[src/common/cnn_defs.svh]
`ifndef CNN_DEFS_SVH
`define CNN_DEFS_SVH

// ------------------------------------------------------------
// Bus and arithmetic widths
// ------------------------------------------------------------
`define CNN_ADDR_W 12
`define CNN_DATA_W 16
`define CNN_PIXEL_W 8
`define CNN_ACC_W 20

// Size word that closes the matrix list
`define CNN_TERMINATOR 16'hFFFF

// ------------------------------------------------------------
// Convolution geometry
// ------------------------------------------------------------
`define CNN_KERNEL_TAPS 9
// Two pixels per word, so 4x4 pixels take 8 words
`define CNN_PATCH_WORDS 8

// Patch slots held by the engine
`define CNN_PATCH_CREDITS 1

// Upper ReLU clamp for an output byte
`define CNN_RELU_MAX 127

`endif

[src/common/cnn_pkg.sv]
`include "cnn_defs.svh"

package cnn_pkg;

	// ------------------------------------------------------------
	// SRAM side
	// ------------------------------------------------------------
	typedef logic [`CNN_ADDR_W-1:0] addr_t;
	typedef logic [`CNN_DATA_W-1:0] word_t;

	// ------------------------------------------------------------
	// Datapath
	// ------------------------------------------------------------
	// Pixels and kernel weights are both signed bytes
	typedef logic signed [`CNN_PIXEL_W-1:0] pixel_t;

	// Room for nine byte products with headroom
	typedef logic signed [`CNN_ACC_W-1:0] acc_t;

	// One sum per window of the 2x2 output block
	// Index 0 is offset (0,0), 1 is (0,1), 2 is (1,0), 3 is (1,1)
	typedef acc_t [3:0] acc_quad_t;

endpackage

[src/common/patch_if.sv]
`timescale 1ns/1ps

interface patch_if;

	// Patch words, one per cycle, eight per patch
	logic word_valid;
	cnn_pkg::word_t word;
	logic patch_last;

	// Pulse once the last patch of a matrix is out
	logic matrix_end;

	// Engine frees a patch slot
	logic credit_return;

	modport source (
		output word_valid,
		output word,
		output patch_last,
		output matrix_end,
		input  credit_return
	);

	modport sink (
		input  word_valid,
		input  word,
		input  patch_last,
		input  matrix_end,
		output credit_return
	);

endinterface

[src/fetch/patch_fetcher.sv]
`timescale 1ns/1ps
`include "cnn_defs.svh"

module patch_fetcher (
	input  logic clk,
	input  logic reset_b,
	input  logic run,
	output logic busy,
	output cnn_pkg::addr_t in_addr,
	input  cnn_pkg::word_t in_data,
	input  logic matrix_written,
	patch_if.source patch
);

	localparam int CREDIT_W = $clog2(`CNN_PATCH_CREDITS + 1);

	typedef enum logic [2:0] {
		ST_IDLE,
		ST_SIZE_RD,
		ST_SIZE_CHK,
		ST_READ,
		ST_DONE
	} state_t;

	state_t state;
	cnn_pkg::addr_t base;
	cnn_pkg::addr_t patch_addr;
	cnn_pkg::addr_t word_off;
	cnn_pkg::addr_t mat_words;
	logic [6:0] n;
	logic [2:0] log_n;
	logic [2:0] size_log;
	logic [6:0] row;
	logic [6:0] col;
	logic [2:0] word_idx;
	logic [CREDIT_W-1:0] credits;
	logic [`CNN_ADDR_W-1:0] started;
	logic [`CNN_ADDR_W-1:0] written;
	logic issue;
	logic take;
	logic last_word;
	logic col_last;
	logic row_last;
	logic word_valid_q;
	logic patch_last_q;
	logic mend_d;
	logic matrix_end_q;

	assign busy = (state != ST_IDLE);

	// N is a power of two from 4 to 64
	always_comb begin
		case (in_data[6:0])
			7'd8:    size_log = 3'd3;
			7'd16:   size_log = 3'd4;
			7'd32:   size_log = 3'd5;
			7'd64:   size_log = 3'd6;
			default: size_log = 3'd2;
		endcase
	end

	// ------------------------------------------------------------
	// Address generation
	// ------------------------------------------------------------
	// First word of the patch at (row, col), past the size word
	assign patch_addr = base + cnn_pkg::addr_t'(1) +
		(((cnn_pkg::addr_t'(row) << log_n) + cnn_pkg::addr_t'(col)) >> 1);

	// Patch rows sit N/2 words apart
	assign word_off = (cnn_pkg::addr_t'(word_idx[2:1]) << (log_n - 3'd1)) +
		cnn_pkg::addr_t'(word_idx[0]);

	// N*N/2 data words in this matrix
	assign mat_words = cnn_pkg::addr_t'(1) << ({log_n, 1'b0} - 4'd1);

	// A patch only starts with a free slot in the engine
	assign issue = (state == ST_READ) && ((word_idx != 3'd0) || (credits != '0));
	assign take = issue && (word_idx == 3'd0);
	assign last_word = (word_idx == 3'(`CNN_PATCH_WORDS - 1));
	// Last 4x4 patch starts at N-4
	assign col_last = ((col + 7'd4) == n);
	assign row_last = ((row + 7'd4) == n);

	always_comb begin
		in_addr = base;
		if (state == ST_READ) begin
			in_addr = patch_addr + word_off;
		end
	end

	// ------------------------------------------------------------
	// Run control and matrix walk
	// ------------------------------------------------------------
	always_ff @(posedge clk) begin
		if (!reset_b) begin
			state <= ST_IDLE;
			base <= '0;
			n <= 7'd4;
			log_n <= 3'd2;
			row <= '0;
			col <= '0;
			word_idx <= '0;
			started <= '0;
			written <= '0;
		end else begin
			if (matrix_written) begin
				written <= written + 1'b1;
			end
			case (state)
				ST_IDLE: begin
					base <= '0;
					started <= '0;
					written <= '0;
					if (run) begin
						state <= ST_SIZE_RD;
					end
				end
				ST_SIZE_RD: begin
					state <= ST_SIZE_CHK;
				end
				ST_SIZE_CHK: begin
					if (in_data == `CNN_TERMINATOR) begin
						state <= ST_DONE;
					end else begin
						n <= in_data[6:0];
						log_n <= size_log;
						row <= '0;
						col <= '0;
						word_idx <= '0;
						started <= started + 1'b1;
						state <= ST_READ;
					end
				end
				ST_READ: begin
					if (issue) begin
						word_idx <= word_idx + 3'd1;
						if (last_word) begin
							word_idx <= '0;
							if (!col_last) begin
								col <= col + 7'd2;
							end else if (!row_last) begin
								col <= '0;
								row <= row + 7'd2;
							end else begin
								col <= '0;
								row <= '0;
								base <= base + mat_words + cnn_pkg::addr_t'(1);
								state <= ST_SIZE_RD;
							end
						end
					end
				end
				ST_DONE: begin
					// Wait for the writer to drain every started matrix
					if (started == written) begin
						state <= ST_IDLE;
					end
				end
				default: begin
					state <= ST_IDLE;
				end
			endcase
		end
	end

	// ------------------------------------------------------------
	// Credits and link strobes
	// ------------------------------------------------------------
	always_ff @(posedge clk) begin
		if (!reset_b) begin
			credits <= CREDIT_W'(`CNN_PATCH_CREDITS);
			word_valid_q <= 1'b0;
			patch_last_q <= 1'b0;
			mend_d <= 1'b0;
			matrix_end_q <= 1'b0;
		end else begin
			credits <= credits + CREDIT_W'(patch.credit_return) - CREDIT_W'(take);
			// Read data lands one cycle after the address
			word_valid_q <= issue;
			patch_last_q <= issue && last_word;
			mend_d <= issue && last_word && col_last && row_last;
			matrix_end_q <= mend_d;
		end
	end

	assign patch.word_valid = word_valid_q;
	assign patch.word = in_data;
	assign patch.patch_last = patch_last_q;
	assign patch.matrix_end = matrix_end_q;

endmodule

[src/conv/conv_engine.sv]
`timescale 1ns/1ps
`include "cnn_defs.svh"

module conv_engine (
	input  logic clk,
	input  logic reset_b,
	patch_if.sink patch,
	output cnn_pkg::addr_t w_addr,
	input  cnn_pkg::word_t w_data,
	output logic sums_valid,
	output cnn_pkg::acc_quad_t sums,
	output logic matrix_end
);

	// 4x4 patch, index is 4*row + col
	cnn_pkg::pixel_t pix_buf [16];
	cnn_pkg::pixel_t weight;
	logic signed [2*`CNN_PIXEL_W-1:0] prod [4];
	logic [3:0] tap;
	logic [3:0] tap_base;
	logic mac_active;
	logic last_tap;
	logic end_pending;

	// ------------------------------------------------------------
	// Patch buffer
	// ------------------------------------------------------------
	// Words shift in two bytes at a time, oldest ends at index 0
	// The left pixel of each pair sits in the high byte
	always_ff @(posedge clk) begin
		if (patch.word_valid) begin
			for (int i = 0; i < 14; i++) begin
				pix_buf[i] <= pix_buf[i + 2];
			end
			pix_buf[14] <= patch.word[15:8];
			pix_buf[15] <= patch.word[7:0];
		end
	end

	// ------------------------------------------------------------
	// Kernel sequencing
	// ------------------------------------------------------------
	assign last_tap = (tap == 4'(`CNN_KERNEL_TAPS - 1));

	// Weight for tap k is requested one cycle ahead of its MAC
	// While idle the address rests on tap 0
	assign w_addr = mac_active ? cnn_pkg::addr_t'((tap + 4'd1) >> 1) : '0;

	// Even taps use the low byte
	assign weight = tap[0] ? w_data[15:8] : w_data[7:0];

	// Patch position of tap k for the (0,0) window
	always_comb begin
		case (tap)
			4'd0:    tap_base = 4'd0;
			4'd1:    tap_base = 4'd1;
			4'd2:    tap_base = 4'd2;
			4'd3:    tap_base = 4'd4;
			4'd4:    tap_base = 4'd5;
			4'd5:    tap_base = 4'd6;
			4'd6:    tap_base = 4'd8;
			4'd7:    tap_base = 4'd9;
			default: tap_base = 4'd10;
		endcase
	end

	// Same weight against the four shifted windows
	always_comb begin
		for (int i = 0; i < 4; i++) begin
			prod[i] = pix_buf[tap_base + 4'(((i / 2) * 4) + (i % 2))] * weight;
		end
	end

	always_ff @(posedge clk) begin
		if (!reset_b) begin
			mac_active <= 1'b0;
			tap <= '0;
		end else begin
			if (patch.word_valid && patch.patch_last) begin
				mac_active <= 1'b1;
				tap <= '0;
			end else if (mac_active) begin
				if (last_tap) begin
					mac_active <= 1'b0;
				end else begin
					tap <= tap + 4'd1;
				end
			end
		end
	end

	// ------------------------------------------------------------
	// Multiply-accumulate
	// ------------------------------------------------------------
	// Tap 0 starts a fresh sum
	always_ff @(posedge clk) begin
		if (mac_active) begin
			for (int i = 0; i < 4; i++) begin
				if (tap == 4'd0) begin
					sums[i] <= cnn_pkg::acc_t'(prod[i]);
				end else begin
					sums[i] <= sums[i] + cnn_pkg::acc_t'(prod[i]);
				end
			end
		end
	end

	// ------------------------------------------------------------
	// Result strobes
	// ------------------------------------------------------------
	always_ff @(posedge clk) begin
		if (!reset_b) begin
			sums_valid <= 1'b0;
			end_pending <= 1'b0;
			matrix_end <= 1'b0;
		end else begin
			sums_valid <= mac_active && last_tap;
			// Matrix end trails the sums of its last patch by a cycle
			matrix_end <= sums_valid && end_pending;
			if (patch.matrix_end) begin
				end_pending <= 1'b1;
			end else if (sums_valid) begin
				end_pending <= 1'b0;
			end
		end
	end

	// Slot is free once the sums are out
	assign patch.credit_return = sums_valid;

endmodule

[src/rtl/pool_relu_writer.sv]
`timescale 1ns/1ps
`include "cnn_defs.svh"

module pool_relu_writer (
	input  logic clk,
	input  logic reset_b,
	input  logic sums_valid,
	input  cnn_pkg::acc_quad_t sums,
	input  logic matrix_end,
	input  logic busy,
	output logic out_we,
	output cnn_pkg::addr_t out_addr,
	output cnn_pkg::word_t out_data,
	output logic matrix_written
);

	cnn_pkg::acc_t max_lo;
	cnn_pkg::acc_t max_hi;
	cnn_pkg::acc_t max_r;
	logic valid_r;
	logic [7:0] relu;
	logic [7:0] held;
	logic pending;
	logic end_d;
	logic wr_en;
	logic hold_new;
	cnn_pkg::word_t wr_data;

	// 2x2 max pool
	assign max_lo = (sums[0] > sums[1]) ? sums[0] : sums[1];
	assign max_hi = (sums[2] > sums[3]) ? sums[2] : sums[3];

	always_ff @(posedge clk) begin
		if (sums_valid) begin
			max_r <= (max_lo > max_hi) ? max_lo : max_hi;
		end
	end

	// ReLU clamp to 0..127
	always_comb begin
		if (max_r < 0) begin
			relu = 8'd0;
		end else if (max_r > `CNN_RELU_MAX) begin
			relu = 8'(`CNN_RELU_MAX);
		end else begin
			relu = max_r[7:0];
		end
	end

	// ------------------------------------------------------------
	// Byte pairing, older result in the high byte
	// ------------------------------------------------------------
	always_comb begin
		wr_en = 1'b0;
		hold_new = 1'b0;
		wr_data = {held, relu};
		if (valid_r) begin
			if (pending) begin
				wr_en = 1'b1;
			end else if (matrix_end) begin
				wr_en = 1'b1;
				wr_data = {relu, 8'h00};
			end else begin
				hold_new = 1'b1;
			end
		end else if (matrix_end && pending) begin
			wr_en = 1'b1;
			wr_data = {held, 8'h00};
		end
	end

	always_ff @(posedge clk) begin
		if (hold_new) begin
			held <= relu;
		end
		if (wr_en) begin
			out_data <= wr_data;
		end
	end

	always_ff @(posedge clk) begin
		if (!reset_b) begin
			valid_r <= 1'b0;
			pending <= 1'b0;
			out_we <= 1'b0;
			out_addr <= '0;
			end_d <= 1'b0;
			matrix_written <= 1'b0;
		end else begin
			valid_r <= sums_valid;
			out_we <= wr_en;
			if (hold_new) begin
				pending <= 1'b1;
			end else if (wr_en) begin
				pending <= 1'b0;
			end
			// Output addresses restart with every run
			if (!busy) begin
				out_addr <= '0;
			end else if (out_we) begin
				out_addr <= out_addr + 1'b1;
			end
			end_d <= matrix_end;
			matrix_written <= end_d;
		end
	end

endmodule

[src/rtl/cnn_accel.sv]
`timescale 1ns/1ps
`include "cnn_defs.svh"

module cnn_accel (
	input  logic clk,
	input  logic reset_b,
	input  logic run,
	output logic busy,

	// Input SRAM, read only
	output logic [`CNN_ADDR_W-1:0] input_sram_read_address,
	input  logic [`CNN_DATA_W-1:0] input_sram_read_data,

	// Weights SRAM, read only
	output logic [`CNN_ADDR_W-1:0] weights_sram_read_address,
	input  logic [`CNN_DATA_W-1:0] weights_sram_read_data,

	// Output SRAM, write only
	output logic output_sram_write_enable,
	output logic [`CNN_ADDR_W-1:0] output_sram_write_address,
	output logic [`CNN_DATA_W-1:0] output_sram_write_data
);

	logic sums_valid;
	cnn_pkg::acc_quad_t sums;
	logic matrix_end;
	logic matrix_written;

	patch_if patch_link ();

	// ------------------------------------------------------------
	// Fetch, convolve, pool and write
	// ------------------------------------------------------------
	patch_fetcher u_fetcher (
		.clk            (clk),
		.reset_b        (reset_b),
		.run            (run),
		.busy           (busy),
		.in_addr        (input_sram_read_address),
		.in_data        (input_sram_read_data),
		.matrix_written (matrix_written),
		.patch          (patch_link.source)
	);

	conv_engine u_engine (
		.clk        (clk),
		.reset_b    (reset_b),
		.patch      (patch_link.sink),
		.w_addr     (weights_sram_read_address),
		.w_data     (weights_sram_read_data),
		.sums_valid (sums_valid),
		.sums       (sums),
		.matrix_end (matrix_end)
	);

	pool_relu_writer u_writer (
		.clk            (clk),
		.reset_b        (reset_b),
		.sums_valid     (sums_valid),
		.sums           (sums),
		.matrix_end     (matrix_end),
		.busy           (busy),
		.out_we         (output_sram_write_enable),
		.out_addr       (output_sram_write_address),
		.out_data       (output_sram_write_data),
		.matrix_written (matrix_written)
	);

endmodule

[config.mk]
export PLATFORM = sky130hd
export DESIGN_NAME = cnn_accel
export DESIGN_NICKNAME = d
export VERILOG_FILES = /design/src/common/cnn_pkg.sv /design/src/common/patch_if.sv /design/src/fetch/patch_fetcher.sv /design/src/conv/conv_engine.sv /design/src/rtl/pool_relu_writer.sv /design/src/rtl/cnn_accel.sv
export VERILOG_INCLUDE_DIRS = /design/src /design/src/common
export SDC_FILE = /design/constraint.sdc
export NUM_CORES = 2
export LEC_CHECK = 0
export ABC_AREA = 1
export CORE_MARGIN = 2
export CORE_UTILIZATION = 70
export CTS_CLUSTER_SIZE = 10
export DETAILED_ROUTE_END_ITERATION = 10
export DONT_BUFFER_PORTS = 1
export GPL_TIMING_DRIVEN = 0
export PLACE_DENSITY = 0.86
export SLEW_MARGIN = 20
export SYNTH_ARGS = -nofsm -noshare
export SYNTH_HDL_FRONTEND = slang
export SYNTH_SLANG_ARGS = --single-unit
[constraint.sdc]
create_clock -name clk -period 13.35 [get_ports clk]
set_input_delay 1.335 -clock clk [delete_from_list [all_inputs] [get_ports clk]]
set_output_delay 1.335 -clock clk [all_outputs]
set_load 0.005 [all_outputs]
==> metrics.txt <==
grt total ovfl 0; Leak 18.4 nW; endpoint class of the critical path register; worst hold path depth 2; Sink Count 350; Routability Congestion 0.991; Placed Instances 5545; Core ar. 0.0511 mm2; Internal Pwr Total 4.14 mW; hold_buf cts 0; post-route insts no fill 5619; post-CTS setup repair buffer count 0; final wirelength 100000 um; clk root buf clkbuf_16; Peak VDD IR 147 uV; DR vias 33100; Max stage delay on crit path 730 ps; die footprint 0.0533 mm2; clk_skew 17.4 ps; top cells by area, synth edfxtp_1 (21%), fa_1 (13%), nand2_1 (12%), ha_1 (10%), inv_1 (8.3%); average cell area after synthesis 7.42 um2; Fin. Hold Viols 0; clk buf depth 3; relative slew slack 35.0%; EDFF count, synth 252; CTS tree yes; input/output buffers 0; Initial DRT Pass Iterations 9; Pwr per Cell Area 229 mW/mm2; mapped cell area 0.0360 mm2; Max Cap Viol 0; Net Switching 4.60 mW; Async S/R FF share, synth 0%; Routed wire per std cell 17.8 um; Final ANT Viol Nets 0; Synth top area share 21.0%; Seq/Total Area, Yosys 26.5%; Clock Power Share 12.2%; initial antenna violation count 0; Worst Path Arrival 9440 ps; Slew Viols, Final 0; synth cell count leaders nand2_1 (1152), inv_1 (795), nor2_1 (447); Vias/cell 5.89; post_cts resized 0; post-route minimum period 9120 ps; Initial Util 70.5%; Clock Latency Late Sink 570 ps; number of global-route vias before repair 32000; DR iter-0 viols 3384; status complete, no violations; Worst-Margin Slew 975 ps; Synth Warn # 0; GR Util All Layers 37.9%; num rows 83; Sw Share 52.6%; Die W 231 um; Hold WC Path Type register to register; n_diodes 0; top-count cell post-synth nand2_1; type of origin of the critical path register; fmax 0.110 GHz; Flop pwr share 16.3%; required time worst endpoint 13670 ps; CP Class register to register; largest net degree at the start of global routing 53; library cells used by synthesis 59; Fin Setup TNS 0 ps; placed wire-length estimate 79500 um; Logic pwr share 71.5%; Post-Synthesis Cells 4852; Layout Nets 5481; RSZ-0062 raised after global routing false; Max Fanout on Critical Path 10; Die H 231 um; Most common cell on crit path inv_1; I/O Pins 89; DRC 0; Reg clk slew, reported paths 60 ps; cts bufs inserted 43; Final setup viols 0; H-tree level count 2; Synth-to-Final Area Change 6.15%; top_reg_cell synth edfxtp_1; Worst path slowest cell fa_1; worst r2r path cells 37; Tcrit/Tclk final 68.3%; Synth area leader edfxtp_1; first-pass GRT wire length 160000 um; fraction of layout cells with a size suffix above 1 4.94%; number of synthesized register bits 350
metrics by stage:
stage | cell area (um2) | total power, mW | hold WS [ps] | utilization, % | setup slack (ps)
after floorplan | 36000 | 6.14 | 390 | - | 6130
after global placement | 36900 | 7.42 | 404 | 72.2 | 4660
after detailed placement | 37000 | 7.57 | 430 | 72.4 | 4500
after CTS | 38200 | 8.67 | 435 | 74.8 | 4450
after global routing | 38200 | 9.60 | 440 | 74.8 | 3800
final | 38200 | 8.74 | 425 | 74.8 | 4230
sequential cells by signal, indices dropped and copies added (netlist names), 3 cells and up, named ones only:
| name | count |
|---|---|
| u_engine.pix_buf | 128 |
| u_engine.sums | 80 |
| u_writer.max_r | 20 |
| u_writer.out_data | 16 |
| u_fetcher.base | 12 |
| u_fetcher.started | 12 |
| u_fetcher.written | 12 |
| u_writer.out_addr | 12 |
| u_writer.held | 8 |
| u_fetcher.n | 7 |
| u_fetcher.col | 6 |
| u_fetcher.row | 6 |
| u_engine.tap | 4 |
| u_fetcher.log_n | 3 |
| u_fetcher.state | 3 |
| u_fetcher.word_idx | 3 |
per-layer routing:
layer / vias to the layer above / GRT usage, % / share of wire, %
met2: 1647 / 62.4 / 46
met5: - / 0 / 0
met3: 343 / 7.23 / 10
met1: 15400 / 47.9 / 39
li1: 15700 / - / -
met4: 0 / 18.6 / 5.2
layout by cell type, fill, tap and decap left out, types with 21 or more instances in the layout:
master        n
nor3_1       35
nand2_2      28
clkbuf_16    44
dfxtp_1      95
nor2_1      446
o21ai_0     294
edfxtp_1    252
ha_1        300
clkbuf_1     92
nand4_1      52
o21ai_1      23
xnor2_1      59
fa_1        236
inv_2        36
buf_2        40
a21oi_1     284
nand2_1    1152
xor2_1       67
inv_1       795
nand3_1     326
and2_1       21
kinds of logic (layout without fill, tap and decap cells):
logic type	Yosys count	in the layout	share of synthesized area [%]
other	1	11	0.0104
multiplexers	1	1	0.0278
XOR/XNOR	129	129	3.26
flip-flops	350	350	26.5
AO/OA/AOI/OAI	718	718	10.8
AND/OR/NAND/NOR	2143	2143	25.2
buffers and inverters	974	1051	10.7
adder cells (fa/ha/maj)	536	536	23.5
power by group through the flow:
| stage | clock network [mW] | registers (mW) | logic [mW] |
|---|---|---|---|
| after floorplan | 0 | 1.44 | 4.70 |
| after global placement | 0 | 1.46 | 5.96 |
| after detailed placement | 0 | 1.44 | 6.13 |
| after CTS | 1.07 | 1.42 | 6.18 |
| after global routing | 1.11 | 1.43 | 7.07 |
| final | 1.06 | 1.42 | 6.25 |
path summary, 6_finish.rpt:
| path | start | end | slack, ps |
|---|---|---|---|
| setup / recovery | u_engine.tap[3]$_SDFFE_PP0P_ | u_engine.sums[77]$_DFFE_PP_ | 4230 |
| hold / removal | u_writer.end_d$_SDFF_PN0_ | u_writer.matrix_written$_SDFF_PN0_ | 430 |
| setup reg to reg | u_engine.tap[3]$_SDFFE_PP0P_ | u_engine.sums[77]$_DFFE_PP_ | 4230 |
| hold reg to reg | u_writer.end_d$_SDFF_PN0_ | u_writer.matrix_written$_SDFF_PN0_ | 430 |
area by class of cell:
cell class | instances | area (um2)
Multi-Input combinational cell | 3538 | 22700
Timing Repair Buffer | 3 | 75.1
Inverter | 836 | 3140
Fill cell | 4014 | 12900
Tap cell | 680 | 851
Buffer | 138 | 703
Clock buffer | 64 | 1180
Sequential cell | 350 | 9540
Clock inverter | 10 | 58.8
critical path, delay by kind of cell, from the launching register on:
kind	cells	cell delay (ps)
simple gates	15	2330
flops	1	310
fa+ha+maj	7	3350
compound gates	4	880
buf+inv	11	2000
(Power assumes the default switching activity.)
